## config.mk

```make
export PLATFORM = sky130hd
export DESIGN_NAME = result_drain
export DESIGN_NICKNAME = d
export VERILOG_FILES = /design/src/logic/fp16_pkg.sv /design/src/logic/layer_pkg.sv /design/src/logic/result_drain.sv
export VERILOG_INCLUDE_DIRS = /design/src /design/src/logic
export SDC_FILE = /design/constraint.sdc
export NUM_CORES = 1
export LEC_CHECK = 0
export BUFFER_PORTS_ARGS = -buffer_cell sky130_fd_sc_hd__buf_2
export CAP_MARGIN = 20
export CORE_ASPECT_RATIO = 1.2
export CORE_MARGIN = 3
export CORE_UTILIZATION = 53
export CTS_CLUSTER_SIZE = 12
export DETAILED_ROUTE_END_ITERATION = 7
export PLACE_DENSITY = 0.78
export SETUP_SLACK_MARGIN = 0.05
export SLEW_MARGIN = 15
export SYNTH_ARGS = -nofsm -noshare
export SYNTH_HDL_FRONTEND = slang
export SYNTH_SLANG_ARGS = --single-unit
```

## constraint.sdc

```tcl
create_clock -name clk -period 7.8 [get_ports clk]
set_input_delay 0.39 -clock clk [delete_from_list [all_inputs] [get_ports clk]]
set_output_delay 0.39 -clock clk [all_outputs]
set_load 0.05 [all_outputs]
```

## src/logic/cnn_defines.svh

```systemverilog
`ifndef CNN_DEFINES_SVH
`define CNN_DEFINES_SVH

// channels pooled side by side, one pool lane each
`define PARA_LANES 4

// float16 word and its fields
`define DATA_WIDTH 16
`define FP16_EXP_WIDTH 5
`define FP16_MAN_WIDTH 10

// feature map geometry
`define FM_SIZE_MAX 8      // largest map edge in pixels
`define FM_SIZE_WIDTH 3    // bits of a map row or column
`define OUT_SIZE_WIDTH 2   // bits of a pooled row or column

// result fifo in front of the output port
`define DRAIN_DEPTH 4
`define DRAIN_PTR_WIDTH 2  // log2 of the depth
`define DRAIN_CNT_WIDTH 3  // holds 0 .. depth

`endif
```

## src/logic/fp16_pkg.sv

```systemverilog
`default_nettype none

`include "cnn_defines.svh"

// ieee half precision as the lanes see it
package fp16_pkg;

    // sign, biased exponent and fraction of one half word
    typedef struct packed {
        logic                        sign;     // 1 means negative
        logic [`FP16_EXP_WIDTH-1:0]  exponent; // bias 15
        logic [`FP16_MAN_WIDTH-1:0]  mantissa; // hidden bit not stored
    } fp16_fields_t;

    // one float16 word, readable either as plain bits or as its fields
    // memory and host side use raw, the max compare and relu use fields
    typedef union packed {
        logic [`DATA_WIDTH-1:0] raw;
        fp16_fields_t           fields;
    } fp16_t;

    // relu output for any negative input, -0 included
    localparam fp16_t FP16_POS_ZERO = '0;

endpackage

`default_nettype wire

```

## src/logic/layer_pkg.sv

```systemverilog
`default_nettype none

`include "cnn_defines.svh"

// layer level bundles between host, feeder, lanes and drain
package layer_pkg;

    // start word, sampled with start_req
    typedef struct packed {
        logic [`FM_SIZE_WIDTH:0] fm_size; // map edge, even, 2 .. 8
        logic                    relu_en; // clamp negative maxima to +0
    } layer_cfg_t;

    // one pixel, all channels, lane 0 in the low word
    typedef fp16_pkg::fp16_t [`PARA_LANES-1:0] fm_pixel_t;

    // 2x2 window of a single channel, handed to one lane
    typedef struct packed {
        logic                       valid;
        logic                       last;    // final window of the layer
        logic [`OUT_SIZE_WIDTH-1:0] out_row;
        logic [`OUT_SIZE_WIDTH-1:0] out_col;
        fp16_pkg::fp16_t            tl;      // top left
        fp16_pkg::fp16_t            tr;      // top right
        fp16_pkg::fp16_t            bl;      // bottom left
        fp16_pkg::fp16_t            br;      // bottom right
    } pool_window_t;

    typedef pool_window_t [`PARA_LANES-1:0] window_vec_t;

    // pooled value of one channel, two cycles behind its window
    typedef struct packed {
        logic                       valid;
        logic                       last;
        logic [`OUT_SIZE_WIDTH-1:0] out_row;
        logic [`OUT_SIZE_WIDTH-1:0] out_col;
        fp16_pkg::fp16_t            value;
    } lane_result_t;

    typedef lane_result_t [`PARA_LANES-1:0] lane_result_vec_t;

    // pooled pixel as it leaves on the output port
    typedef struct packed {
        logic [`OUT_SIZE_WIDTH-1:0] out_row;
        logic [`OUT_SIZE_WIDTH-1:0] out_col;
        fm_pixel_t                  values;  // lane order as fm_pixel_t
    } pool_result_t;

endpackage

`default_nettype wire

```

## src/logic/result_drain.sv

```systemverilog
`default_nettype none
`timescale 1ns/100ps

`include "cnn_defines.svh"

module result_drain (
    input  wire logic                         clk,
    input  wire logic                         rst,
    input  wire logic                         issue,        // window valid from the feeder
    input  wire layer_pkg::lane_result_vec_t  lane_results,
    input  wire logic                         out_ack,
    output logic                              hold,
    output logic                              layer_end,
    output logic                              out_req,
    output layer_pkg::pool_result_t           out_data
);
    import layer_pkg::*;

    pool_result_t fifo_data [`DRAIN_DEPTH];
    logic fifo_last [`DRAIN_DEPTH];         // entry closes the layer
    logic [`DRAIN_PTR_WIDTH-1:0] wr_ptr;
    logic [`DRAIN_PTR_WIDTH-1:0] rd_ptr;
    logic [`DRAIN_CNT_WIDTH-1:0] occupancy;
    logic [`DRAIN_CNT_WIDTH-1:0] inflight;  // inside the lane pipes
    logic [`DRAIN_CNT_WIDTH:0] committed;   // slots spoken for
    logic push;
    logic pop;
    pool_result_t packed_entry;
    logic lanes_agree;

    assign push = lane_results[0].valid;
    assign pop  = out_req && out_ack;       // ack seen, transfer done

    // one entry from all lanes of one window
    always_comb begin
        packed_entry.out_row = lane_results[0].out_row;
        packed_entry.out_col = lane_results[0].out_col;
        lanes_agree          = 1'b1;
        for (int l = 0; l < `PARA_LANES; l++) begin
            packed_entry.values[l] = lane_results[l].value;
            if (lane_results[l].valid != lane_results[0].valid)
                lanes_agree = 1'b0;
        end
    end

    // window on the wire this cycle counts too
    assign committed = {1'b0, occupancy} + {1'b0, inflight} +
                       {{`DRAIN_CNT_WIDTH{1'b0}}, issue};
    assign hold      = committed >= (`DRAIN_CNT_WIDTH+1)'(`DRAIN_DEPTH);
    assign out_data  = fifo_data[rd_ptr]; // head is steady until pop

    always_ff @(posedge clk) begin
        if (push) begin
            fifo_data[wr_ptr] <= packed_entry;
            fifo_last[wr_ptr] <= lane_results[0].last;
        end
    end

    always_ff @(posedge clk) begin
        if (rst) begin
            wr_ptr    <= '0;
            rd_ptr    <= '0;
            occupancy <= '0;
            inflight  <= '0;
            out_req   <= 1'b0;
            layer_end <= 1'b0;
        end else begin
            if (push)
                wr_ptr <= wr_ptr + 1'b1;
            if (pop)
                rd_ptr <= rd_ptr + 1'b1;
            case ({push, pop})
                2'b10:   occupancy <= occupancy + 1'b1;
                2'b01:   occupancy <= occupancy - 1'b1;
                default: ;
            endcase
            case ({issue, push})
                2'b10:   inflight <= inflight + 1'b1;
                2'b01:   inflight <= inflight - 1'b1;
                default: ;
            endcase
            layer_end <= pop && fifo_last[rd_ptr];
            if (pop)
                out_req <= 1'b0;
            else if (!out_req && !out_ack && occupancy != '0)
                out_req <= 1'b1; // previous transfer back at zero
        end
    end

    // hold must leave room for everything already issued
    a_no_overflow: assert property (@(posedge clk) disable iff (rst)
        (push && !pop) |-> occupancy < `DRAIN_CNT_WIDTH'(`DRAIN_DEPTH))
        else $error("result fifo overflow");

    a_lanes_agree: assert property (@(posedge clk) disable iff (rst) lanes_agree)
        else $error("pool lanes disagree on valid");

    a_data_stable: assert property (@(posedge clk) disable iff (rst)
        (out_req && !out_ack) |=> $stable(out_data))
        else $error("out_data changed before out_ack");

endmodule

`default_nettype wire

```

**Word level (Yosys, flattened, before mapping)**

Memory sizes are Yosys's and may differ from the RTL's. A register that Yosys moved wholly into a read port is not among the register bits.
Index checks and enable logic that the tools add are counted.

- Bits in writable memories: 276
- Flip-flop bits (word level): 12
- Input port bits: 92
- Memories kept: 2
- Output and inout bits: 71

- Order comparisons: 1
- Add/subtract/negate cells: 8
- Reduce and logical (&&, ||, !) cells: 10
- Eq/ne operators: 4
- Muxes and demuxes: 8

Memories:

| name | depth | width | read ports | clocked after memory_dff | wr ports | RTL line | source |
|---|---|---|---|---|---|---|---|
| fifo_data | 4 | 68 | 1 | 1 | 1 | result_drain.sv:19 | `` pool_result_t fifo_data [`DRAIN_DEPTH]; `` |
| fifo_last | 4 | 1 | 1 | 1 | 1 | result_drain.sv:20 | `` logic fifo_last [`DRAIN_DEPTH]; `` |

Operators with widths:

| kind | number |
|---|---|
| $pmux W3 S2 | 2 |
| $mux W2 | 4 |
| $add A3 B1 Y3 const B | 2 |
| $sub A3 B1 Y3 const B | 2 |
| $add A2 B1 Y2 const B | 2 |
| $add A3 B3 Y4 | 1 |
| $add A4 B1 Y4 | 1 |
| $eq A2 B1 Y1 const B | 2 |
| $eq A2 B2 Y1 const B | 2 |
| $ge A4 B3 Y1 const B | 1 |
| $logic_and A1 B1 Y1 | 4 |
| $reduce_bool A2 Y1 | 2 |
| $reduce_bool A3 Y1 | 1 |
| $logic_not A1 Y1 | 2 |
| $mux W1 | 2 |
| $reduce_or A2 Y1 | 1 |

**Logic depth before layout (Yosys ltp)**

- Depth after elaboration: 3
- Depth in mapped cells: 8
- Depth with buffers taken out: 8

**Worst setup path before layout**

OpenSTA, ideal clock, no wires.

- Path kind: register -> register
- Start point: register wr_ptr[0]
- End point: memory fifo_data[0][0] (netlist bit) (enable)
- Period minus slack after synthesis: 2.594 ns
- Data required time: 7.366 ns
- Stages on the path, launching flop included: 4
- Setup slack: 5.206 ns
- Buffers on the path: 0
- Arrival: 2.160 ns
- Cells stage by stage: dfxtp_1 > inv_1 > ha_1 > and2_1

RTL lines:

| item | RTL line | source |
|---|---|---|
| start: declaration | result_drain.sv:21 | `` logic [`DRAIN_PTR_WIDTH-1:0] wr_ptr; `` |
| start signal: assignment | result_drain.sv:69 | `wr_ptr <= wr_ptr + 1'b1;` |
| end: declaration | result_drain.sv:19 |  |

No word-level cell before the write port.

==> impl_metrics.ini <==
[outcome]
outcome = finished, final reports clean

[routing]
number_of_detailed_routing_iterations_run_before_antenna_repair = 5
route.detailed.drc = 0
initialDrtViolationCount = 284
avgViaCountPerCell = 5.56
routed_wire_length_per_instance_um = 21.6
dr_total_vias = 4876
drt-total-wl_mm = 18.9
drtAntennaViolNets = 0

[synthesis]
ys.warnings.count = 0
synth_sequential_area_ratio = 0.803
synth_area_um2 = 10700
synth_edf_count = 276
synth.ff_latch_count = 290
yosysUniqueCellTypes = 24
synth_ff_type = edfxtp_1
post_synth.cell_area_avg_um2 = 24.6
postSynthCellCount = 434
postSynth.asyncResetShare = 0
synth_fp_nets = 537

[setup_path]
worst_ep_arrival_time_ns = 2.85
worstSetupStartpointType = register
worst-path-max-fanout = 48
worst_r2r_startpoint = out_req
cp_data_required_time_ns = 7.41
class_of_the_most_critical_setup_path = reg2out
timing.critical_path.to_type = output port

[sta]
worst-slew-pin-transition_ns = 1.07
final.min_clock_period_ns = 3.24
fin_skew_ns = 0.00988
fin_crit_sh = 0.416
worst_setup_slack_after_layout_ns = 4.56
timing.final.max_slew_violations = 0
finalSetupViolations = 0
slew-limit-headroom = 0.285
hold_viol = 0
max_freq_mhz = 309
rsz0062_at_grt = false
hold_slack_ns = 0.0852
final.setup.tns_ns = 0

[floorplanning]
floorplan.initialDensity = 0.542
die_height_um = 161
core_area_um2 = 19700
io_pins = 163
placement_rows = 56
floorplan.die_area_um2 = 21900
die_w_um = 136

[clock_network]
clk_path_buf_depth = 3
post_cts.resized_instances = 0
insertion_delay_of_the_later_clocked_pin_in_the_worst_skew_pair_ns = 0.52
clockRootBuffer = clkbuf_16
clk_pin_slew_worst_setup_hold_paths_ns = 0.06
htree_num_levels = 1
cts_tree = yes
numCtsBuffers = 28
cts.sinks = 290
cts_hold_buf = 0
post_cts_buffers = 0

[placement]
port_buffers = 144
post-dp-hpwl_mm = 10.5
post-place-ws_ns = 4.97
finalWeightedCongestion = 0.670

[grt]
antenna_violations_before_repair = 3
total_grt_usage = 0.176
grt_overflow = 0
first_pass_grt_wire_length_mm = 29.7
via_count_of_the_first_global_routing_pass = 5354
grt_max_degree = 70

[cells_and_area]
filler_cell_count = 1320
area.growth.synth_to_final_pct = 17.1
diodes = 0
final_layout_size_suffix_gt1_frac = 0.412
final_nets = 697

[min_path]
hold_start = out_ack
min-delay-path-class = in2reg

[job]
cap_violations = 0

[power_and_ir_drop]
worst_case_vdd_ir_drop_v = 0.000177
p_leak_uw = 0.00421
power_per_cell_area_nw_per_um2 = 272
-- placed cells by master (no fill, tap or decap), types with 2 or more instances in the layout --
cell type,count
edfxtp_1,276
buf_2,144
mux4_2,69
clkbuf_16,29
clkbuf_1,20
dfxtp_1,12
nor2_1,10
inv_1,9
ha_1,9
xor2_1,5
and2_4,4
a21oi_1,4
o21ai_0,3
clkbuf_8,3
nor3_1,2
mux2i_1,2
xnor2_1,2
or3_1,2
fa_1,2
dfxtp_4,2
-- cells in the mapped netlist, types with 2 or more instances --
| library cell | count | area [µm²] |
|---|---|---|
| xnor2_1 | 2 | 17.5 |
| nor2_1 | 10 | 37.5 |
| clkbuf_1 | 5 | 18.8 |
| a21oi_1 | 4 | 20.0 |
| edfxtp_1 | 276 | 8290 |
| buf_12 | 3 | 60.1 |
| and2_1 | 4 | 25.0 |
| or3_1 | 2 | 12.5 |
| xor2_1 | 5 | 43.8 |
| mux2i_1 | 2 | 20.0 |
| inv_1 | 9 | 33.8 |
| nor3_1 | 2 | 10.0 |
| ha_1 | 9 | 113 |
| buf_4 | 4 | 30.0 |
| buf_2 | 4 | 20.0 |
| fa_1 | 2 | 40.0 |
| mux4_2 | 69 | 1550 |
| dfxtp_1 | 14 | 280 |
| o21ai_0 | 3 | 15.0 |
-- final timing paths --
kind | end | slack (ns) | cells past startpoint
worst max register to register | occupancy[2] | 5.91 | 8
worst min register to register | inflight[2] | 0.50 | 2
worst min-delay path | out_req | 0.09 | 2
worst max-delay path | out_data[28] | 4.56 | 3
-- metrics by stage --
| stage | instances | total power, µW | util | cell area [µm²] |
|---|---|---|---|---|
| 6_report | 877 | 3390 | 0.635 | 12500 |
| 5_1_grt | 877 | 3520 | 0.635 | 12500 |
| 4_1_cts | 875 | 3430 | 0.632 | 12400 |
| 3_5_place_dp | 823 | 2200 | 0.589 | 11600 |
| 3_3_place_gp | 823 | 2190 | 0.589 | 11600 |
| 2_1_floorplan | 434 | 2100 | - | 10700 |
-- critical path, stage by stage, from the launching register on --
cell and delay (ns):
dfxtp_4 0.63, buf_4 0.79, mux4_2 0.62, buf_2 0.23
-- power breakdown --
group	total (µW)	switching, µW	internal (µW)	leakage (µW)
Sequential	1810	25.8	1790	0.00265
Combinational	357	250	107	0.00115
Clock	1230	508	719	0.000403
-- sequential cells by signal, summed over array words and instances (netlist names), named ones only --
name and flops:
out_req 1, layer_end 1, wr_ptr 2, inflight 3
rd_ptr 2, fifo_last 4, fifo_data 272, occupancy 3
-- kinds of logic after synthesis --
group	share of synthesized area
simple gates	0.0101
flops	0.803
buf+inv	0.0163
compound gates	0.00328
fa+ha+maj	0.0143
mux	0.147
xor+xnor	0.00574
-- metal layers --
metal	GRT usage	share of wire
met5	0	0.0018
met4	0.0481	0.018
met2	0.307	0.53
met3	0.0374	0.065
met1	0.228	0.38
-- final cells by class --
type | count | area (µm²) | share of cell area
Multi-Input combinational cell | 118 | 1940 | 0.155
Clock buffer | 52 | 842 | 0.0674
Sequential cell | 290 | 8580 | 0.686
Inverter | 9 | 33.8 | 0.00270
Timing Repair Buffer | 147 | 776 | 0.0621
Tap cell | 261 | 327 | 0.0261
(Power assumes the default switching activity.)
