### src/logic/cnn_defines.svh
`ifndef CNN_DEFINES_SVH
`define CNN_DEFINES_SVH

// channels pooled side by side, one pool lane each
`define PARA_LANES 4

// float16 word and its fields
`define DATA_WIDTH 16
`define FP16_EXP_WIDTH 5
`define FP16_MAN_WIDTH 10

// feature map geometry
`define FM_SIZE_MAX 8      // largest map edge in pixels
`define FM_SIZE_WIDTH 3    // bits of a map row or column
`define OUT_SIZE_WIDTH 2   // bits of a pooled row or column

// result fifo in front of the output port
`define DRAIN_DEPTH 4
`define DRAIN_PTR_WIDTH 2  // log2 of the depth
`define DRAIN_CNT_WIDTH 3  // holds 0 .. depth

`endif
### src/logic/fp16_pkg.sv
`default_nettype none

`include "cnn_defines.svh"

// ieee half precision as the lanes see it
package fp16_pkg;

    // sign, biased exponent and fraction of one half word
    typedef struct packed {
        logic                        sign;     // 1 means negative
        logic [`FP16_EXP_WIDTH-1:0]  exponent; // bias 15
        logic [`FP16_MAN_WIDTH-1:0]  mantissa; // hidden bit not stored
    } fp16_fields_t;

    // one float16 word, readable either as plain bits or as its fields
    // memory and host side use raw, the max compare and relu use fields
    typedef union packed {
        logic [`DATA_WIDTH-1:0] raw;
        fp16_fields_t           fields;
    } fp16_t;

    // relu output for any negative input, -0 included
    localparam fp16_t FP16_POS_ZERO = '0;

endpackage

`default_nettype wire

### src/logic/layer_pkg.sv
`default_nettype none

`include "cnn_defines.svh"

// layer level bundles between host, feeder, lanes and drain
package layer_pkg;

    // start word, sampled with start_req
    typedef struct packed {
        logic [`FM_SIZE_WIDTH:0] fm_size; // map edge, even, 2 .. 8
        logic                    relu_en; // clamp negative maxima to +0
    } layer_cfg_t;

    // one pixel, all channels, lane 0 in the low word
    typedef fp16_pkg::fp16_t [`PARA_LANES-1:0] fm_pixel_t;

    // 2x2 window of a single channel, handed to one lane
    typedef struct packed {
        logic                       valid;
        logic                       last;    // final window of the layer
        logic [`OUT_SIZE_WIDTH-1:0] out_row;
        logic [`OUT_SIZE_WIDTH-1:0] out_col;
        fp16_pkg::fp16_t            tl;      // top left
        fp16_pkg::fp16_t            tr;      // top right
        fp16_pkg::fp16_t            bl;      // bottom left
        fp16_pkg::fp16_t            br;      // bottom right
    } pool_window_t;

    typedef pool_window_t [`PARA_LANES-1:0] window_vec_t;

    // pooled value of one channel, two cycles behind its window
    typedef struct packed {
        logic                       valid;
        logic                       last;
        logic [`OUT_SIZE_WIDTH-1:0] out_row;
        logic [`OUT_SIZE_WIDTH-1:0] out_col;
        fp16_pkg::fp16_t            value;
    } lane_result_t;

    typedef lane_result_t [`PARA_LANES-1:0] lane_result_vec_t;

    // pooled pixel as it leaves on the output port
    typedef struct packed {
        logic [`OUT_SIZE_WIDTH-1:0] out_row;
        logic [`OUT_SIZE_WIDTH-1:0] out_col;
        fm_pixel_t                  values;  // lane order as fm_pixel_t
    } pool_result_t;

endpackage

`default_nettype wire

### src/logic/fm_window_feeder.sv
`default_nettype none
`timescale 1ns/100ps

`include "cnn_defines.svh"

module fm_window_feeder (
    input  wire logic                        clk,
    input  wire logic                        rst,
    input  wire logic                        fm_wr_en,
    input  wire logic [`FM_SIZE_WIDTH-1:0]   fm_wr_row,
    input  wire logic [`FM_SIZE_WIDTH-1:0]   fm_wr_col,
    input  wire layer_pkg::fm_pixel_t        fm_wr_data,
    input  wire logic                        start_req,
    input  wire layer_pkg::layer_cfg_t       start_cfg,
    input  wire logic                        hold,       // drain has no room left
    input  wire logic                        layer_end,  // last result acknowledged
    output logic                             start_ack,
    output logic                             layer_ready,
    output logic                             relu_en,
    output layer_pkg::window_vec_t           windows
);
    import layer_pkg::*;

    fm_pixel_t fm_mem [`FM_SIZE_MAX][`FM_SIZE_MAX]; // row, col

    layer_cfg_t cfg;                         // latched at start
    logic issuing;                           // windows still to go
    logic [`OUT_SIZE_WIDTH-1:0] row_cnt;     // pooled row being issued
    logic [`OUT_SIZE_WIDTH-1:0] col_cnt;     // pooled column being issued
    logic [`FM_SIZE_WIDTH-1:0] out_last_idx; // fm_size/2 - 1
    logic last_col;
    logic last_pos;
    logic start_take;

    // map coordinates of the current 2x2 window
    logic [`FM_SIZE_WIDTH-1:0] top_row;
    logic [`FM_SIZE_WIDTH-1:0] bot_row;
    logic [`FM_SIZE_WIDTH-1:0] left_col;
    logic [`FM_SIZE_WIDTH-1:0] right_col;

    // registered window, shared by all lanes
    logic win_valid;
    logic win_last;
    logic [`OUT_SIZE_WIDTH-1:0] win_row;
    logic [`OUT_SIZE_WIDTH-1:0] win_col;
    fm_pixel_t px_tl;
    fm_pixel_t px_tr;
    fm_pixel_t px_bl;
    fm_pixel_t px_br;

    assign relu_en      = cfg.relu_en;
    assign out_last_idx = cfg.fm_size[`FM_SIZE_WIDTH:1] - 1'b1;
    assign last_col     = col_cnt == out_last_idx[`OUT_SIZE_WIDTH-1:0];
    assign last_pos     = last_col && (row_cnt == out_last_idx[`OUT_SIZE_WIDTH-1:0]);
    assign start_take   = layer_ready && start_req && !start_ack; // new request while idle

    assign top_row   = {row_cnt, 1'b0};
    assign bot_row   = {row_cnt, 1'b1};
    assign left_col  = {col_cnt, 1'b0};
    assign right_col = {col_cnt, 1'b1};

    // host load, only taken while idle
    always_ff @(posedge clk) begin
        if (fm_wr_en && layer_ready)
            fm_mem[fm_wr_row][fm_wr_col] <= fm_wr_data;
    end

    // start handshake, layer state and window counters
    always_ff @(posedge clk) begin
        if (rst) begin
            start_ack   <= 1'b0;
            layer_ready <= 1'b1;
            issuing     <= 1'b0;
            cfg         <= '0;
            row_cnt     <= '0;
            col_cnt     <= '0;
        end else begin
            if (start_take) begin
                start_ack   <= 1'b1;
                layer_ready <= 1'b0;
                issuing     <= 1'b1;
                cfg         <= start_cfg;
                row_cnt     <= '0;
                col_cnt     <= '0;
            end else if (start_ack && !start_req) begin
                start_ack <= 1'b0; // return to zero
            end
            if (issuing && !hold) begin
                if (last_col) begin
                    col_cnt <= '0;
                    if (last_pos)
                        issuing <= 1'b0; // final window goes out now
                    else
                        row_cnt <= row_cnt + 1'b1;
                end else begin
                    col_cnt <= col_cnt + 1'b1;
                end
            end
            if (layer_end)
                layer_ready <= 1'b1;
        end
    end

    // window register, valid under reset, pixels free running
    always_ff @(posedge clk) begin
        win_last <= last_pos;
        win_row  <= row_cnt;
        win_col  <= col_cnt;
        px_tl    <= fm_mem[top_row][left_col];
        px_tr    <= fm_mem[top_row][right_col];
        px_bl    <= fm_mem[bot_row][left_col];
        px_br    <= fm_mem[bot_row][right_col];
        if (rst)
            win_valid <= 1'b0;
        else
            win_valid <= issuing && !hold;
    end

    // split the four pixels by channel
    always_comb begin
        for (int l = 0; l < `PARA_LANES; l++) begin
            windows[l].valid   = win_valid;
            windows[l].last    = win_last;
            windows[l].out_row = win_row;
            windows[l].out_col = win_col;
            windows[l].tl      = px_tl[l];
            windows[l].tr      = px_tr[l];
            windows[l].bl      = px_bl[l];
            windows[l].br      = px_br[l];
        end
    end

    // the host must not touch the map while a layer runs
    a_no_write_busy: assert property (@(posedge clk) disable iff (rst)
        fm_wr_en |-> layer_ready)
        else $error("feature map write while layer busy");

    // odd or oversized maps would leave windows half outside the map
    a_cfg_size: assert property (@(posedge clk) disable iff (rst)
        start_take |-> (!start_cfg.fm_size[0] && start_cfg.fm_size != '0 &&
                        start_cfg.fm_size <= (`FM_SIZE_WIDTH+1)'(`FM_SIZE_MAX)))
        else $error("bad fm_size at start");

endmodule

`default_nettype wire

### config.mk
export PLATFORM = sky130hd
export DESIGN_NAME = fm_window_feeder
export DESIGN_NICKNAME = d
export VERILOG_FILES = /design/src/logic/fp16_pkg.sv /design/src/logic/layer_pkg.sv /design/src/logic/fm_window_feeder.sv
export VERILOG_INCLUDE_DIRS = /design/src /design/src/logic
export SDC_FILE = /design/constraint.sdc
export NUM_CORES = 2
export LEC_CHECK = 0
export BUFFER_PORTS_ARGS = -buffer_cell sky130_fd_sc_hd__buf_2
export CORE_ASPECT_RATIO = 0.5
export CORE_MARGIN = 2
export CORE_UTILIZATION = 31
export CTS_CLUSTER_DIAMETER = 30
export DETAILED_ROUTE_END_ITERATION = 10
export GPL_TIMING_DRIVEN = 1
export PLACE_DENSITY = 0.48
export REMOVE_ABC_BUFFERS = 1
export SETUP_SLACK_MARGIN = 0.5
export SYNTH_ARGS = -nofsm -noshare
export SYNTH_HDL_FRONTEND = slang
export SYNTH_SLANG_ARGS = --single-unit
### constraint.sdc
create_clock -name clk -period 10.4 [get_ports clk]
set_input_delay 1.56 -clock clk [delete_from_list [all_inputs] [get_ports clk]]
set_output_delay 1.56 -clock clk [all_outputs]
set_load 0.05 [all_outputs]
# [Yosys cells after proc, flatten, opt, wreduce, memory -nomap -nowiden]
# Memories as Yosys holds them, arrays and structs flattened. A register that Yosys moved wholly into a read port is not among the register bits.
# Index checks and enable logic that the tools add are counted.
[totals] memories=1 mem_bits_rw=4096 output_inout_bits=283 reg_bits=273 input_bits=81
[classes] n_lt_le_gt_ge=4 bitwise=3 n_reduce_logical=13 n_eq_ne=2 mux=31 add_sub_neg=3
[mem_list] memory="fm_mem" depth=8 word_bits=512 rd=2 rd_ports_with_merged_regs=2 wr=1 line_no="fm_window_feeder.sv:24" source="fm_pixel_t fm_mem [`FM_SIZE_MAX][`FM_SIZE_MAX];"
[op_table] op="binary-select mux 64 bit (select 3 bit)" n=4
[op_table] op="2-to-1 mux 64 bit" n=9
[op_table] op="2-to-1 mux 512 bit" n=1
[op_table] op="demux 64 bit (select 3 bit)" n=1
[op_table] op="2-to-1 mux 2 bit" n=7
[op_table] op=">= comparator 4 bit, second input constant" n=3
[op_table] op="inverter 3 -> 4 bit" n=3
[op_table] op="logical AND 1 bit" n=7
[op_table] op="2-to-1 mux 1 bit" n=7
[op_table] op="2-to-1 mux 3 bit" n=2
[op_table] op="adder 2 x 1 -> 2 bit, second input constant" n=2
[op_table] op="equality test 2 bit" n=2
[op_table] op="< comparator 4 x 1 -> 1 bit, second input constant" n=1
[op_table] op="nonzero test 2 bit" n=2
[op_table] op="logical NOT 1 bit" n=3
[op_table] op="OR reduction 2 bit" n=1
[op_table] op="subtractor 2 x 1 -> 2 bit, second input constant" n=1

# [Depth between registers and ports, before layout]
[depth] word_depth=7 mapped_depth=7 depth_no_buf=4

# [Worst setup path before layout]
# No wires, ideal clock.
[synth_path] kind="input -> register" start="in fm_wr_row[2]" end="mem fm_mem[4][0] (netlist bit) (enable)" arrival_ps=5079 path_buffers=2 cell_stages=4 setup_slack_ps=4834 required_ps=9913 cell_sequence="clkbuf_1 > or3b_2 > clkbuf_1 > nor2_1"
[synth_lines] item="start, declared" line_no="fm_window_feeder.sv:10" source="input wire logic [`FM_SIZE_WIDTH-1:0] fm_wr_row,"
[synth_lines] item="end, declared" line_no="fm_window_feeder.sv:24"
# No word-level cell before the write port.

==> qor.yml <==
pwr:
  power.density_nw_per_um2: 227
  p_total_mw: 44.3
  leakagePower_nw: 60.4
  ir_drop_v: 0.000170
timing:
  fin_crit_sh: 0.402
  finalSetupViolations: 0
  max_freq_mhz: 239
  grt_setup_unrepaired: "no"
  hold_viol: 0
  fin_skew_ns: 0.0442
  period_minus_slack_ns: 4.19
  timing.final.ws_setup_ns: 6.21
  relSlewSlack: 0.197
  maxSlewViolCount: 0
  tightest_slew_ns: 1.20
  setup_tns_ns: 0
  holdWs_ns: 0.500
floorplan:
  die_area_sq_um: 521000
  start_util: 0.311
  io_pins: 364
  core_sq_um: 513000
  die-height_um: 511
  die_x_mm: 1.02
  rows: 186
worst_setup_path:
  crit_fanout: 36
  arrival_ns: 5.08
  crit_type: "flop to flop"
  rr_startpoint: "row_cnt[0]"
  reg2reg_to: "windows[70]"
  start_kind: "flop"
  cp-end-kind: "flop"
  critical_path_required_ns: 11.29
  reg2reg_slack_ns: 6.21
  r2r_cells: 5
synth:
  yosysTopAreaCell: "edfxtp_1"
  synth_area_sq_um: 160000
  synth_flop_cell: "edfxtp_1"
  synthCells: 6096
  ys_types: 39
  yosys_register_bits: 4368
  synthArstFlopShare: 0
  syn_avg_cell_area_sq_um: 26.2
  ys_seq_area_frac: 0.805
  synth_edf_count: 4096
  yosysWarnings: 0
  synth_top_area_frac: 0.771
  yosys-top-cells-area: "edfxtp_1 77%, mux4_2 18%, dfxtp_1 3.4%"
route:
  drt_iter0_drc: 7532
  via_per_inst: 4.91
  drtAntennaViolNets: 0
  drc: 0
  vias: 71400
  drt-total-wl_mm: 424
  wl_per_cell_um: 29.1
  drt_first_pass_iters: 5
finish:
  fin_util: 0.381
  nNetsFinal: 7148
  fillers: 45600
  layout.cells.non_filler: 14500
  final_area_sq_um: 196000
  areaGrowthSynthToFinish_pct: 22.6
  final_common_cell: "edfxtp_1"
  layout_common_cells: "4096 x edfxtp_1, 1280 x mux4_2, 696 x clkbuf_16"
  drive_above_1_share: 0.407
placed_design:
  dp_slack_ns: 5.65
  dp_cells: 13200
  port_buffers: 361
  place_congestion: 0.683
  dp_hpwl_mm: 209
  place_area_sq_um: 171000
grt:
  grt.busiest_layer: "met2"
  antenna_found_initial: 41
  grt_max_degree: 121
  grt_pass1_vias: 75600
  grt_use_total: 0.159
  grtUsageMet3: 0.0208
  met1_usage: 0.220
  grt_first_pass_wirelength_mm: 589
  gr-total-overflow: 0
  met2_usage: 0.267
clocking:
  path_clk_slew_ns: 0.06
  cts_tree: "yes"
  cts_setup_buffers: 0
  cts_buffers: 688
  cts_resized: 0
  clockRootBuffer: "clkbuf_16"
  cts.sinks: 4368
  clock_latency_ns: 1.08
  cts_hold_buf: 0
  max-clock-path-buffers: 4
  htreeDepth: 6
run:
  maxCapViolations: 0
hold_path:
  hp-start: "start_ack"
  hold_path_class: "flop to flop"
  min_to: "start_ack"
  min_path_cells: 2
outcome:
  status: "finished, final reports clean"
-- flip-flops by register name (all words and copies together), names as in the netlist --
signal / flops
cfg: 2
col_cnt: 2
fm_mem: 4096
issuing: 1
layer_ready: 1
relu_en: 1
row_cnt: 2
start_ack: 1
win_col: 2
win_last: 1
win_row: 2
win_valid: 1
windows: 256
-- metal layers --
metal,up-vias,part of all wire
li1,28900,-
met1,39900,0.43
met2,2065,0.50
met3,545,0.054
met4,0,0.020
met5,-,0
-- Yosys cell counts, drive strengths merged (2+ instances only) --
| master | count |
|---|---|
| a21oi | 4 |
| buf | 169 |
| clkbuf | 148 |
| dfxtp | 272 |
| edfxtp | 4096 |
| mux2i | 4 |
| mux4 | 1280 |
| nand2 | 6 |
| nand2b | 3 |
| nand3 | 5 |
| nand3b | 4 |
| nor2 | 73 |
| nor2b | 5 |
| nor3b | 2 |
| nor4bb | 2 |
| o311ai | 2 |
| or3b | 2 |
-- area by class of cell --
| cell class | count | area [sq um] | area share |
|---|---|---|---|
| Antenna cell | 13 | 32.5 | 0.000166 |
| Clock buffer | 802 | 18100 | 0.0927 |
| Clock inverter | 491 | 6580 | 0.0336 |
| Inverter | 1 | 3.75 | 0.0000192 |
| Multi-Input combinational cell | 1410 | 30000 | 0.153 |
| Sequential cell | 4368 | 128000 | 0.657 |
| Tap cell | 6862 | 8590 | 0.0439 |
| Timing Repair Buffer | 598 | 3810 | 0.0195 |
-- how the worst max path moves through the flow --
stage                 start             end  slack [ns]  depth (start not counted)
6_report         row_cnt[0]     windows[70]        6.21                          5
3_3_place_gp   fm_wr_col[1]  fm_mem[2][398]        5.67                          6
3_5_place_dp   fm_wr_col[1]  fm_mem[4][392]        5.65                          6
5_1_grt          row_cnt[0]     windows[70]        5.84                          5
4_1_cts          row_cnt[0]     windows[70]        6.02                          5
2_1_floorplan    row_cnt[0]      row_cnt[0]      -34.58                          2
-- logic make-up after synthesis --
kind of cell / count (synthesis) / share of synthesized area
xor gates and xnor gates: 2 / 0.000110
AOI/OAI and AO/OA: 14 / 0.000627
and+or+nand+nor: 109 / 0.00318
DFF: 4368 / 0.805
muxes: 1285 / 0.181
buffers and inverters: 318 / 0.0103
-- power breakdown --
part           leakage (nW)  switching [mW]  internal [mW]  total [mW]
combinational          9.33           0.676          0.190       0.865
sequential             39.1          0.0481           19.3        19.4
clock                  11.9            8.56           15.5        24.1
total                  60.4            9.28           35.1        44.3
-- worst max-delay path: stages, from the launching register on --
cell and delay, ns:
dfxtp_4 0.71, buf_4 0.61, buf_4 0.77, buf_4 0.65, mux4_2 0.57, mux4_2 0.56
No activity file was read; power rests on OpenSTA's default activity.
