<file path="config.mk">
export PLATFORM = sky130hd
export DESIGN_NAME = pool_lane
export DESIGN_NICKNAME = d
export VERILOG_FILES = /design/src/logic/fp16_pkg.sv /design/src/logic/layer_pkg.sv /design/src/logic/pool_lane.sv
export VERILOG_INCLUDE_DIRS = /design/src /design/src/logic
export SDC_FILE = /design/constraint.sdc
export NUM_CORES = 1
export LEC_CHECK = 0
export BUFFER_PORTS_ARGS = -buffer_cell sky130_fd_sc_hd__buf_4
export CAP_MARGIN = 10
export CORE_ASPECT_RATIO = 0.9
export CORE_MARGIN = 3
export CORE_UTILIZATION = 52
export DETAILED_ROUTE_END_ITERATION = 8
export GPL_ROUTABILITY_DRIVEN = 1
export GPL_TIMING_DRIVEN = 0
export PLACE_DENSITY = 0.76
export SLEW_MARGIN = 20
export SYNTH_ARGS = -nofsm -noshare
export SYNTH_HDL_FRONTEND = slang
export SYNTH_SLANG_ARGS = --single-unit
</file>
<file path="constraint.sdc">
create_clock -name clk -period 2.44 [get_ports clk]
set_input_delay 0.244 -clock clk [delete_from_list [all_inputs] [get_ports clk]]
set_output_delay 0.244 -clock clk [all_outputs]
set_load 0.005 [all_outputs]
</file>
<file path="src/logic/cnn_defines.svh">
`ifndef CNN_DEFINES_SVH
`define CNN_DEFINES_SVH

// channels pooled side by side, one pool lane each
`define PARA_LANES 4

// float16 word and its fields
`define DATA_WIDTH 16
`define FP16_EXP_WIDTH 5
`define FP16_MAN_WIDTH 10

// feature map geometry
`define FM_SIZE_MAX 8      // largest map edge in pixels
`define FM_SIZE_WIDTH 3    // bits of a map row or column
`define OUT_SIZE_WIDTH 2   // bits of a pooled row or column

// result fifo in front of the output port
`define DRAIN_DEPTH 4
`define DRAIN_PTR_WIDTH 2  // log2 of the depth
`define DRAIN_CNT_WIDTH 3  // holds 0 .. depth

`endif
</file>
<file path="src/logic/fp16_pkg.sv">
`default_nettype none

`include "cnn_defines.svh"

// ieee half precision as the lanes see it
package fp16_pkg;

    // sign, biased exponent and fraction of one half word
    typedef struct packed {
        logic                        sign;     // 1 means negative
        logic [`FP16_EXP_WIDTH-1:0]  exponent; // bias 15
        logic [`FP16_MAN_WIDTH-1:0]  mantissa; // hidden bit not stored
    } fp16_fields_t;

    // one float16 word, readable either as plain bits or as its fields
    // memory and host side use raw, the max compare and relu use fields
    typedef union packed {
        logic [`DATA_WIDTH-1:0] raw;
        fp16_fields_t           fields;
    } fp16_t;

    // relu output for any negative input, -0 included
    localparam fp16_t FP16_POS_ZERO = '0;

endpackage

`default_nettype wire

</file>
<file path="src/logic/layer_pkg.sv">
`default_nettype none

`include "cnn_defines.svh"

// layer level bundles between host, feeder, lanes and drain
package layer_pkg;

    // start word, sampled with start_req
    typedef struct packed {
        logic [`FM_SIZE_WIDTH:0] fm_size; // map edge, even, 2 .. 8
        logic                    relu_en; // clamp negative maxima to +0
    } layer_cfg_t;

    // one pixel, all channels, lane 0 in the low word
    typedef fp16_pkg::fp16_t [`PARA_LANES-1:0] fm_pixel_t;

    // 2x2 window of a single channel, handed to one lane
    typedef struct packed {
        logic                       valid;
        logic                       last;    // final window of the layer
        logic [`OUT_SIZE_WIDTH-1:0] out_row;
        logic [`OUT_SIZE_WIDTH-1:0] out_col;
        fp16_pkg::fp16_t            tl;      // top left
        fp16_pkg::fp16_t            tr;      // top right
        fp16_pkg::fp16_t            bl;      // bottom left
        fp16_pkg::fp16_t            br;      // bottom right
    } pool_window_t;

    typedef pool_window_t [`PARA_LANES-1:0] window_vec_t;

    // pooled value of one channel, two cycles behind its window
    typedef struct packed {
        logic                       valid;
        logic                       last;
        logic [`OUT_SIZE_WIDTH-1:0] out_row;
        logic [`OUT_SIZE_WIDTH-1:0] out_col;
        fp16_pkg::fp16_t            value;
    } lane_result_t;

    typedef lane_result_t [`PARA_LANES-1:0] lane_result_vec_t;

    // pooled pixel as it leaves on the output port
    typedef struct packed {
        logic [`OUT_SIZE_WIDTH-1:0] out_row;
        logic [`OUT_SIZE_WIDTH-1:0] out_col;
        fm_pixel_t                  values;  // lane order as fm_pixel_t
    } pool_result_t;

endpackage

`default_nettype wire

</file>
<file path="src/logic/pool_lane.sv">
`default_nettype none
`timescale 1ns/100ps

`include "cnn_defines.svh"

module pool_lane (
    input  wire logic                     clk,
    input  wire logic                     rst,
    input  wire logic                     relu_en,
    input  wire layer_pkg::pool_window_t  window,
    output layer_pkg::lane_result_t       result
);
    import fp16_pkg::*;

    // stage 1, row maxima
    logic s1_valid;
    logic s1_last;
    logic [`OUT_SIZE_WIDTH-1:0] s1_row;
    logic [`OUT_SIZE_WIDTH-1:0] s1_col;
    fp16_t s1_top;
    fp16_t s1_bot;

    // stage 2 inputs, before the register
    fp16_t s2_max;
    fp16_t s2_out;

    // sign magnitude max, +0 and -0 equal, ties keep a
    function automatic fp16_t fp16_max(input fp16_t a, input fp16_t b);
        logic [`DATA_WIDTH-2:0] a_mag;
        logic [`DATA_WIDTH-2:0] b_mag;
        logic b_wins;
        a_mag = {a.fields.exponent, a.fields.mantissa};
        b_mag = {b.fields.exponent, b.fields.mantissa};
        if (a_mag == '0 && b_mag == '0)
            b_wins = 1'b0;                 // both zero, sign ignored
        else if (a.fields.sign != b.fields.sign)
            b_wins = a.fields.sign;        // positive beats negative
        else if (a.fields.sign)
            b_wins = b_mag < a_mag;        // both negative, smaller magnitude wins
        else
            b_wins = b_mag > a_mag;
        return b_wins ? b : a;
    endfunction

    always_ff @(posedge clk) begin
        s1_last <= window.last;
        s1_row  <= window.out_row;
        s1_col  <= window.out_col;
        s1_top  <= fp16_max(window.tl, window.tr);
        s1_bot  <= fp16_max(window.bl, window.br);
        if (rst)
            s1_valid <= 1'b0;
        else
            s1_valid <= window.valid;
    end

    always_comb begin
        s2_max = fp16_max(s1_top, s1_bot);
        if (relu_en && s2_max.fields.sign)
            s2_out = FP16_POS_ZERO; // -0 also lands here
        else
            s2_out = s2_max;
    end

    // stage 2, window max with optional relu
    always_ff @(posedge clk) begin
        result.last    <= s1_last;
        result.out_row <= s1_row;
        result.out_col <= s1_col;
        result.value   <= s2_out;
        if (rst)
            result.valid <= 1'b0;
        else
            result.valid <= s1_valid;
    end

endmodule

`default_nettype wire

</file>
-- After elaboration in Yosys (flattened, before gate mapping)
Cells that the tools add are included.
- flip-flop bits (word level): 60
- input bits: 73
- output and inout bits: 22
- logic and storage cells: 42
- magnitude comparators: 6
- eq/ne operators: 3
- multiplexer cells: 12
- reductions and logical operators: 10
- operators with widths (operator ; count):
    15-bit zero test ; 6
    16-bit 2-to-1 mux ; 3
    15-bit > comparator ; 3
    15-bit less-than comparator ; 3
    1-bit 2-to-1 mux ; 9
    1-bit logical AND ; 4
    1-bit inequality test ; 3

-- Longest topological paths before layout
Gate-level depths: netlist (run 1).
- word-level depth: 6
- mapped depth: 9
- gate-level depth less buffers: 8

-- Worst setup path after synthesis (run 1)
Ideal clock, no wire load.
- kind: input to register
- start: input window[30] (netlist bit)
- end: register s1_bot[10] (netlist bit)
- library setup time: 0.121 ns
- data arrival time: 1.980 ns
- required time: 2.319 ns
- slack: 0.339 ns
- stages: 8
- buffers on the path: 1
- path through: inv_1 > ha_1 > and4_2 > a221oi_1 > a221oi_2 > o22ai_2 > buf_6 > mux2_4
- word-level cells in the longest chain between the ends: 5
- elaborated cells between the ends (all ways): 8
- those cells by class: 2 x order compare; 4 x mux; 2 x reduce/logical
- RTL lines (item ; line ; source):
    from (decl) ; pool_lane.sv:10 ; input wire layer_pkg::pool_window_t window,
    15-bit > comparator or 15-bit less-than comparator (tied branches) ; pool_lane.sv:41, pool_lane.sv:39 ;
    1-bit 2-to-1 mux ; pool_lane.sv:38 ; else if (a.fields.sign)
    1-bit 2-to-1 mux ; pool_lane.sv:36 ; else if (a.fields.sign != b.fields.sign)
    1-bit 2-to-1 mux (*) ; pool_lane.sv:34 ; if (a_mag == '0 && b_mag == '0)
    16-bit 2-to-1 mux (*) ; pool_lane.sv:42 ; return b_wins ? b : a;
    to (signal assigned) ; pool_lane.sv:50 ; s1_bot <= fp16_max(window.bl, window.br);
    to (decl) ; pool_lane.sv:21 ; fp16_t s1_bot;
Every way passes the cells marked *; elsewhere a longest branch is shown, timed or not.
A chain may end at the register's enable or synchronous reset.

-- Worst setup path in the final report (run 1)
- start: register s1_top[10] (netlist bit)
- end: register result[14] (netlist bit)
- word-level cells in the longest chain between the ends: 6
- elaborated cells between the ends (all ways): 9
- those cells by class: 2 x order compare; 4 x mux; 3 x reduce/logical
- RTL lines (item ; line ; source):
    from (decl) ; pool_lane.sv:20 ; fp16_t s1_top;
    from (signal assigned) ; pool_lane.sv:49 ; s1_top <= fp16_max(window.tl, window.tr);
    15-bit > comparator or 15-bit less-than comparator (tied branches) ; pool_lane.sv:41, pool_lane.sv:39 ;
    1-bit 2-to-1 mux ; pool_lane.sv:38 ;
    1-bit 2-to-1 mux ; pool_lane.sv:36 ;
    1-bit 2-to-1 mux (*) ; pool_lane.sv:34 ;
    16-bit 2-to-1 mux (*) ; pool_lane.sv:42 ;
    1-bit logical AND ; pool_lane.sv:59 ; if (relu_en && s2_max.fields.sign)
    to (decl) ; pool_lane.sv:11 ; output layer_pkg::lane_result_t result
Marks and branches as above.

==> metrics, run 1 <==
type of the tightest min-delay check input port to register; antenna-violating nets left 0; final antenna diode count 0; core region area 0.005921 mm2; Setup-failing EPs final 0; synthesized area divided by synthesized cell count 9.577 um2; Cell variety after synth 34; worst slack at placement -0.05819 ns; HPWL after detailed placement 6603 um; Relative slew margins 64.48%; instance count of the mapped netlist 347; routed wire length per instance 14.98 um; die height 81.84 um; most frequent cells after synthesis sky130_fd_sc_hd__dfxtp_1, sky130_fd_sc_hd__inv_1, sky130_fd_sc_hd__ha_1; cell with the most instances after synthesis sky130_fd_sc_hd__dfxtp_1; total nets after synthesis 465; width of the chip 90.27 um; maximum count of clock buffers along a single path 2; Max H-tree Level 3; final clock period utilization by the worst path 94.22%; number of clock sinks 60; maximum achievable frequency 435.0 MHz; number of maximum-capacitance violations 0; num ports 95; number of slew-limit violations in the final report 0; register bit count reported by yosys 60; vias in the first global route 2963; CTS root buf sky130_fd_sc_hd__clkbuf_8; Setup Total Neg Slack 0 ns; effective utilization at floorplan 56.13%; initial antenna violation count 0; prevailing post-synth register cell sky130_fd_sc_hd__dfxtp_1; fraction of synthesized cell area taken by the top area cell type 36.14%; Max FO, Critical Path 10; cell area after synthesis 0.003323 mm2; actual slew at the worst max-slew pin 0.5328 ns; share of cells above drive strength 1 32.32%; clock tree from TritonCTS done; number of DRC violations after detailed-routing iteration 0 121; RSZ-0062 raised after global routing no; number of optimization iterations in the first detailed-route pass 4; Static Leak 2.246 nW; Yosys warning total 0; total clock buffers created by CTS 9; number of inserted filler cells in the final layout 491; critical path type register to register; count of vias placed by the detailed router 2925; GRT Overall Usage 22.20%; total detailed-routing wirelength 8164 um; count of input and output buffers 94; Post-synth ARST share 0%; number of enable-type register cells in the synthesized netlist 0; dominant cell type by area after synthesis sky130_fd_sc_hd__dfxtp_1; remaining design rule violation count 0; # nets final 575; status finished, final reports clean; post-synthesis sequential area ratio 36.14%; final critical path time including I/O delays and setup 2.299 ns; sequential cell area 0.001201 mm2; wire length of the first global-routing pass 13200 um; Vias per Instance 5.367; DIE AREA 0.007387 mm2; total grt overflow 0; Multi-input gate area 0.001904 mm2; standard-cell row count 26; worst path required time 2.68 ns; insertion delay to the later sink of the worst-skew pair 0.33 ns; worst clock skew 0.008254 ns; post-route worst setup slack 0.1409 ns; Area Overhead vs Synth 31.29%; final number of hold-violating endpoints 0; dpl cell area 0.004134 mm2; top cells by area, synth sky130_fd_sc_hd__dfxtp_1, sky130_fd_sc_hd__ha_1, sky130_fd_sc_hd__mux2_2; worst path arrival time 2.54 ns; clock transition at the registers of the reported paths 0.06 ns; largest voltage drop on the vdd net 537.6 uV; power density over cell area 643.3 mW/mm2; maximum number of pins on one net before global-route repair 11; RD Place Congestion 0.8913; area of all placed cells without fillers 0.004363 mm2; crit path launch type register; endpoint type of the worst setup path register
==> report_power, final <==
part	switching [W]	internal, W
sequential	0.0000845	0.00112
clock	0.000361	0.000462
combinational	0.000343	0.000434
total	0.000789	0.00202
==> per-layer routing <==
| layer | GRT usage [%] | up-vias | routed length [um] |
|---|---|---|---|
| met5 | 0 | - | 0 |
| met4 | 7.339 | 0 | 56 |
| met3 | 5.311 | 7 | 414 |
| met2 | 37.96 | 81 | 3882 |
| met1 | 27.90 | 1373 | 3810 |
| li1 | - | 1464 | - |
==> sequential cells by signal (all words and copies together) (netlist names) <==
| name | count |
|---|---|
| s1_row | 2 |
| s1_col | 2 |
| s1_bot | 16 |
| s1_valid | 1 |
| result | 22 |
| s1_last | 1 |
| s1_top | 16 |
==> timing repair <==
item | 4_1_cts | 5_1_grt
hold buffers | 0 | 4
buffers inserted | 1 | 0
endpoints found under the setup margin | 10 | 0
endpoints found under the hold margin | 0 | 4
gates resized for setup | 0 | 0
==> cells by family after synthesis <==
group / count (synthesis) / share of synthesized area [%]
buf+inv: 52 / 6.551
mux: 45 / 15.81
flops: 60 / 36.14
simple gates: 105 / 16.42
compound gates: 40 / 8.133
fa+ha+maj: 45 / 16.94
==> final timing paths <==
path,slack (ns),startpoint,to,cells past startpoint
max,0.14,s1_top[10],result[14],9
min,0.01,window[65],s1_col[1],1
max reg2reg,0.14,s1_top[10],result[14],9
min reg2reg,0.33,s1_last,result[20],0
==> cell usage in the layout (no fill, tap or decap), types with 4 or more instances in the layout <==
master	instances
sky130_fd_sc_hd__buf_4	95
sky130_fd_sc_hd__nand3_1	4
sky130_fd_sc_hd__o21ai_0	6
sky130_fd_sc_hd__mux2i_1	15
sky130_fd_sc_hd__ha_1	45
sky130_fd_sc_hd__clkbuf_8	9
sky130_fd_sc_hd__nand4_1	13
sky130_fd_sc_hd__inv_1	46
sky130_fd_sc_hd__mux2_4	10
sky130_fd_sc_hd__a211oi_1	4
sky130_fd_sc_hd__a21oi_1	16
sky130_fd_sc_hd__mux2_2	20
sky130_fd_sc_hd__dlygate4sd3_1	4
sky130_fd_sc_hd__dfxtp_1	60
sky130_fd_sc_hd__nor2_1	12
sky130_fd_sc_hd__nor4_1	22
sky130_fd_sc_hd__clkbuf_1	4
sky130_fd_sc_hd__nand2_1	39
==> cell type report <==
cell class | count | share of cell area (%)
Clock inverter | 5 | 1.233
Clock buffer | 10 | 2.925
Multi-Input combinational cell | 235 | 43.65
Buffer | 6 | 1.032
Tap cell | 84 | 2.409
Sequential cell | 60 | 27.53
Inverter | 46 | 3.958
Timing Repair Buffer | 99 | 17.26
==> metrics by stage <==
step / std cells / hold WS [ns] / power, W / util (%)
after floorplan: 347 / 0.2717 / 0.001639 / -
after global placement: 525 / 0.3134 / 0.001958 / 69.82
after detailed placement: 525 / 0.3161 / 0.001984 / 69.82
after CTS: 541 / 0.0004068 / 0.002817 / 73.01
after global routing: 545 / 0.0004656 / 0.002975 / 73.69
final: 545 / 0.01233 / 0.002807 / 73.69
==> critical path, cell delays in order, from the launching register on <==
cell and delay [ns]:
sky130_fd_sc_hd__dfxtp_1 0.38, sky130_fd_sc_hd__inv_1 0.06, sky130_fd_sc_hd__ha_1 0.34, sky130_fd_sc_hd__a21oi_1 0.14, sky130_fd_sc_hd__o21ai_0 0.10, sky130_fd_sc_hd__a221oi_1 0.41
sky130_fd_sc_hd__a211oi_1 0.15, sky130_fd_sc_hd__nor2_2 0.18, sky130_fd_sc_hd__buf_6 0.19, sky130_fd_sc_hd__mux2i_1 0.25
Note: power is estimated with default switching activity, not from simulation.
==> run 2: changes to the inputs <==
--- a/config.mk
+++ b/config.mk
@@ -10,11 +10,12 @@
 export CAP_MARGIN = 10
 export CORE_ASPECT_RATIO = 0.9
 export CORE_MARGIN = 3
-export CORE_UTILIZATION = 52
+export CORE_UTILIZATION = 54
+export CTS_BUF_LIST = sky130_fd_sc_hd__clkbuf_8
 export DETAILED_ROUTE_END_ITERATION = 8
 export GPL_ROUTABILITY_DRIVEN = 1
 export GPL_TIMING_DRIVEN = 0
-export PLACE_DENSITY = 0.76
+export PLACE_DENSITY = 0.78
 export SLEW_MARGIN = 20
 export SYNTH_ARGS = -nofsm -noshare
 export SYNTH_HDL_FRONTEND = slang
==> run 2 against run 1 <==
Compared with the run above:
- combinational power is essentially flat
- flip-flop and latch count did not move
- wire length down 1.9%
- register-to-register slack better by 0.08 ns
- clock power rose by 17%
==> metrics, run 2 (synthesis gave the netlist of run 1 again) <==
status finished, final reports clean; routed wire length per instance 15.03 um; actual slew at the worst max-slew pin 0.4701 ns; final standard cell utilization of the core 75.40%; final critical path time including I/O delays and setup 2.218 ns; die height 80.42 um; type of the tightest min-delay check input port to register; wire length of the first global-routing pass 12940 um; post-cts gate resize count 0; DIE AREA 0.007132 mm2; hold-critical path depth 2; maximum count of clock buffers along a single path 2; number of cells on the worst reg-to-reg path 9; number of DRC violations after detailed-routing iteration 0 133; Inst Count DP 511; critical path type register to register; worst slack at placement -0.1059 ns; clock transition at the registers of the reported paths 0.07 ns; count of input and output buffers 94; power density over cell area 671.5 mW/mm2; total grt overflow 0; post-route non-filler standard cell count 533; leading cell type in the layout, fill and taps excluded sky130_fd_sc_hd__buf_4; met1 track utilization from global routing 30.95%; worst path required time 2.69 ns; Setup crit start s1_top[10]; worst path arrival time 2.46 ns; Worst setup endpoint result[1]; max reg flops 22; Area Overhead vs Synth 32.12%; RD Place Congestion 0.8902; final antenna diode count 0; number of maximum-capacitance violations 0; initial antenna violation count 0; width of the chip 88.69 um; maximum achievable frequency 450.8 MHz; post-route worst setup slack 0.2217 ns; endpoint type of the worst setup path register; final clock period utilization by the worst path 90.91%; setup slack on the worst flop-to-flop path 0.22 ns; Relative slew margins 68.66%; Max FO, Critical Path 5; vias in the first global route 2848; crit path launch type register; Max H-tree Level 3; total clock buffers created by CTS 9; total detailed-routing wirelength 8011 um; met3 Track Usage GR 5.128%; maximum number of pins on one net before global-route repair 11; # nets final 576; antenna-violating nets left 0; met2 demand-to-capacity share in global routing 37.54%; HPWL after detailed placement 6466 um; count of vias placed by the detailed router 2925; number of slew-limit violations in the final report 0; GRT Overall Usage 23.39%; clock tree from TritonCTS done; insertion delay to the later sink of the worst-skew pair 0.34 ns; core region area 0.005823 mm2; Setup-failing EPs final 0; final number of hold-violating endpoints 0; Vias per Instance 5.488; number of optimization iterations in the first detailed-route pass 4; RSZ-0062 raised after global routing no; effective utilization at floorplan 57.07%; Static Leak 2.271 nW; number of clock sinks 60; start of the worst register-to-register path s1_top[10]; CTS root buf sky130_fd_sc_hd__clkbuf_8; standard-cell row count 26; worst clock skew 0.009411 ns; most used routing layer met2; most frequent cells in the layout sky130_fd_sc_hd__buf_4, sky130_fd_sc_hd__dfxtp_1, sky130_fd_sc_hd__inv_1, sky130_fd_sc_hd__ha_1, sky130_fd_sc_hd__nand2_1; share of cells above drive strength 1 32.40%; largest voltage drop on the vdd net 550.9 uV; endpoint of the most critical register-to-register path result[1]; register ranked first by flip-flop count result; num ports 95; remaining design rule violation count 0; leading registers by flop count result x22, s1_bot x16, s1_top x16
==> run 2: timing repair <==
| item | in CTS | in global routing |
|---|---|---|
| buffers inserted | 1 | 0 |
| endpoints found under the hold margin | 4 | 1 |
| setup endpoints to repair | 3 | 0 |
| hold buffers | 4 | 1 |
==> run 2: how the worst min path moves through the flow <==
stage	from	to	slack [ns]
floorplan	window[64]	s1_col[0]	0.27
global placement	s1_row[0]	result[18]	0.31
detailed placement	s1_row[1]	result[19]	0.32
CTS	window[68]	s1_last	0.001
global route	rst	s1_valid	0.05
finish	rst	result[21]	0.07
==> run 2: per-stage QoR <==
stage / cell area [um2] / hold slack (ns) / total power [W] / setup TNS (ns)
6_report: 4390 / 0.07130 / 0.002948 / 0
4_1_cts: 4380 / 0.001461 / 0.002964 / 0
5_1_grt: 4390 / 0.05124 / 0.003110 / 0
2_1_floorplan: 3323 / 0.2717 / 0.001639 / 0
3_3_place_gp: 4116 / 0.3132 / 0.001957 / -0.1973
3_5_place_dp: 4116 / 0.3157 / 0.001980 / -1.248
==> run 2: critical path: stages (launching register included) <==
cell and delay, ns:
sky130_fd_sc_hd__dfxtp_1 0.37, sky130_fd_sc_hd__inv_1 0.06, sky130_fd_sc_hd__ha_1 0.32, sky130_fd_sc_hd__a21oi_1 0.12, sky130_fd_sc_hd__o21ai_0 0.09, sky130_fd_sc_hd__a221oi_1 0.41
sky130_fd_sc_hd__a211oi_1 0.16, sky130_fd_sc_hd__nor2_2 0.17, sky130_fd_sc_hd__buf_4 0.18, sky130_fd_sc_hd__mux2i_1 0.24
==> run 2: routing by layer <==
metal,share of wire (%),vias up
met5,0,-
met4,0.85,0
met3,5.8,9
met2,48,81
met1,46,1369
li1,-,1466
==> run 2: final cells by class <==
cell class,instances,area (um2)
fillers,452,1433
flip-flops and latches,60,1201
repair buffers,100,763.2
well taps,70,87.58
inverters,46,172.7
clock inverters,6,78.83
clock buffers,10,137.6
multi-input cells,235,1904
plain buffers,6,45.04
==> run 2: report_power, final <==
group	total [W]	internal, W	switching [W]	leakage, nW
combinational	0.000780	0.000435	0.000344	1.65
clock	0.000967	0.000593	0.000374	0.117
sequential	0.00120	0.00112	0.0000805	0.505
==> run 3: changes to the inputs <==
--- a/config.mk
+++ b/config.mk
@@ -6,16 +6,17 @@
 export SDC_FILE = /design/constraint.sdc
 export NUM_CORES = 1
 export LEC_CHECK = 0
+export ABC_AREA = 1
 export BUFFER_PORTS_ARGS = -buffer_cell sky130_fd_sc_hd__buf_4
 export CAP_MARGIN = 10
 export CORE_ASPECT_RATIO = 0.9
 export CORE_MARGIN = 3
-export CORE_UTILIZATION = 54
+export CORE_UTILIZATION = 55
 export CTS_BUF_LIST = sky130_fd_sc_hd__clkbuf_8
 export DETAILED_ROUTE_END_ITERATION = 8
 export GPL_ROUTABILITY_DRIVEN = 1
 export GPL_TIMING_DRIVEN = 0
-export PLACE_DENSITY = 0.78
+export PLACE_DENSITY = 0.79
 export SLEW_MARGIN = 20
 export SYNTH_ARGS = -nofsm -noshare
 export SYNTH_HDL_FRONTEND = slang
==> run 3 against run 2 <==
Compared with the run above:
- wire length rose by 7.9%
- synthesized cell count rose by 39%
- sequential power rose by 6%
- area after synthesis rose by 11%
- fmax rose by 9.1%
- highest routed layer unchanged
==> metrics, run 3 <==
status finished, final reports clean; Total Power Consumption 0.003082 W; worst path arrival time 2.25 ns; switching power share of the total 32.51%; number of cells on the worst reg-to-reg path 13; number of clock sinks 60; RSZ-0062 raised after global routing no; worst path required time 2.66 ns; share of cells above drive strength 1 29.66%; total clock buffers created by CTS 9; register ranked first by flip-flop count result; WHS Endpoint s1_col[1]; vias in the first global route 3337; critical path's slowest cell sky130_fd_sc_hd__dfxtp_1; total nets after synthesis 599; CTS root buf sky130_fd_sc_hd__clkbuf_8; number of DRC violations after detailed-routing iteration 0 141; main combinational cell family by area after synthesis simple AND/OR/NAND/NOR gates; HPWL after detailed placement 7404 um; endpoint type of the worst setup path register; clock tree from TritonCTS done; final critical path time including I/O delays and setup 2.033 ns; start of the worst register-to-register path s1_top[14]; remaining design rule violation count 0; initial antenna violation count 0; critical path type register to register; antenna-violating nets left 0; wire length of the first global-routing pass 14580 um; number of slew-limit violations in the final report 0; dpl cell area 0.004494 mm2; standard-cell row count 27; RD Place Congestion 0.9140; Static Leak 2.475 nW; area fraction in and, or, nand and nor cells after synthesis 34.21%; number of optimization iterations in the first detailed-route pass 5; actual slew at the worst max-slew pin 0.3423 ns; instance count of the mapped netlist 481; insertion delay to the later sink of the worst-skew pair 0.33 ns; cell with the most instances after synthesis sky130_fd_sc_hd__nand2_1; Setup Total Neg Slack 0 ns; Area Overhead vs Synth 26.66%; Max H-tree Level 3; Max FO, Critical Path 10; sequential share of power 41.2%; Cell variety after synth 29; number of maximum-capacitance violations 0; core region area 0.006284 mm2; crit path buf inv count 3; largest voltage drop on the vdd net 319.1 uV; number of enable-type register cells in the synthesized netlist 0; top cells by area, synth sky130_fd_sc_hd__dfxtp_1, sky130_fd_sc_hd__ha_1, sky130_fd_sc_hd__nand2_1; Setup-failing EPs final 0; synthesized area divided by synthesized cell count 7.650 um2; endpoint of the most critical register-to-register path result[12]; fraction of synthesized cell area taken by the top area cell type 32.64%; num ports 95; type of the tightest min-delay check input port to register; dominant cell type by area after synthesis sky130_fd_sc_hd__dfxtp_1; cell area after synthesis 0.003680 mm2; crit path launch type register; Vias per Instance 5.022; critical path, cell by cell inv_1 > ha_1 > nand2_2 > inv_1 > nand2_1 > nand2_1 > a21oi_2 > nand2_2 > a21oi_4 > nand2_4 > buf_6 > nand2_2 > a21oi_2; clock transition at the registers of the reported paths 0.06 ns; maximum achievable frequency 491.8 MHz; post-route worst setup slack 0.4068 ns; die height 83.60 um; Gate power share 36.3%; Post-synth ARST share 0%; worst slack at placement 0.4126 ns; most frequent cells in the layout sky130_fd_sc_hd__nand2_1, sky130_fd_sc_hd__buf_4, sky130_fd_sc_hd__inv_1, sky130_fd_sc_hd__dfxtp_1, sky130_fd_sc_hd__ha_1; stage delay of the slowest cell on the critical path 0.39 ns; # nets final 705; total grt overflow 0; GRT Overall Usage 23.28%; width of the chip 92.22 um; Relative slew margins 76.97%; proportion of synthesized area in mux cells 0%; DIE AREA 0.007710 mm2; max reg flops 22; Yosys warning total 0; post-synthesis sequential area ratio 32.64%; synthesized-area fraction occupied by ao, oa, aoi and oai cells 8.330%; maximum count of clock buffers along a single path 2; total detailed-routing wirelength 8645 um; Inst Count DP 662; leading cell type in the layout, fill and taps excluded sky130_fd_sc_hd__nand2_1; most frequent cells after synthesis sky130_fd_sc_hd__nand2_1, sky130_fd_sc_hd__inv_1, sky130_fd_sc_hd__dfxtp_1; CTS Hold Bufs 0; prevailing post-synth register cell sky130_fd_sc_hd__dfxtp_1; Net Sw Power 0.001002 W; area of all placed cells without fillers 0.004661 mm2; worst clock skew 0.007170 ns; leading registers by flop count result x22, s1_bot x16, s1_top x16; Clock power frac 22.5%; final antenna diode count 0; Most common cell on crit path sky130_fd_sc_hd__nand2_2; number of inserted filler cells in the final layout 505; count of vias placed by the detailed router 3400; post-synthesis xor/xnor area fraction 0%; hold-critical path depth 1; final number of hold-violating endpoints 0; family with the most delay on the worst path simple AND/OR/NAND/NOR gates; post-route non-filler standard cell count 677; register bit count reported by yosys 60; area share of fa/ha/maj cells after synthesis 15.30%; power density over cell area 661.3 mW/mm2; effective utilization at floorplan 58.56%; setup slack on the worst flop-to-flop path 0.41 ns; buffers inserted during post-CTS setup optimization 0; routed wire length per instance 12.77 um; internal power 0.002080 W; post-cts gate resize count 0; startpoint of the lowest-slack hold path window[65]; count of input and output buffers 94; final clock period utilization by the worst path 83.33%; maximum number of pins on one net before global-route repair 11
## run 3: cell types whose count changed after synthesis, sizes merged, moves of 7 or more
| cell | change |
|---|---|
| nand2 | +100 |
| nand3 | +50 |
| mux2 | -30 |
| nor2 | +27 |
| a21oi | +21 |
| inv | +18 |
| nor4 | -17 |
| mux2i | -15 |
| buf | +7 |
## run 3: logic make-up after synthesis
kind of cell,Yosys count
DFF,60
buffers and inverters,74
adders and majority gates,45
and+or+nand+nor,257
AOI/OAI and AO/OA,45
## run 3: metrics by stage
stage               hold WS, ns  util [%]
finish                  0.01807     74.17
global placement         0.3106     71.53
detailed placement       0.3146     71.53
global route          0.0009450     74.17
CTS                    0.002568     74.01
floorplan                0.2717         -
## run 3: routing by layer
metal  up-vias  track usage [%]  part of all wire (%)
met1      1489            30.43                    47
met3        23            4.328                   6.2
met2       114            36.54                    44
met4         0            11.88                   3.4
met5         -                0                     0
li1       1774                -                     -
## run 3: worst max path at each step
stage               slack, ns        from  cells past startpoint         end
global placement         0.44  window[44]                     11   s1_top[6]
CTS                      0.40  s1_top[14]                     13  result[12]
floorplan                0.62  s1_top[14]                     13   result[0]
detailed placement       0.41  window[60]                     13   s1_top[6]
global route             0.19   s1_top[2]                     13  result[12]
finish                   0.41  s1_top[14]                     13  result[12]
## run 3: power groups by stage
stage	Combinational (W)	Sequential (W)	Clock (W)
global placement	0.00108	0.00129	0
CTS	0.00112	0.00127	0.000716
finish	0.00112	0.00127	0.000694
detailed placement	0.00112	0.00129	0
floorplan	0.000715	0.00127	0
global route	0.00126	0.00129	0.000773
## run 3: cell type report
cell class,count,area (um2),area share [%]
flip-flops and latches,60,1201,25.77
multi-input cells,347,2128,45.66
plain buffers,10,110.1,2.362
clock buffers,10,137.6,2.953
repair buffers,95,715.7,15.36
well taps,87,108.9,2.336
inverters,64,240.2,5.154
clock inverters,4,18.77,0.4027
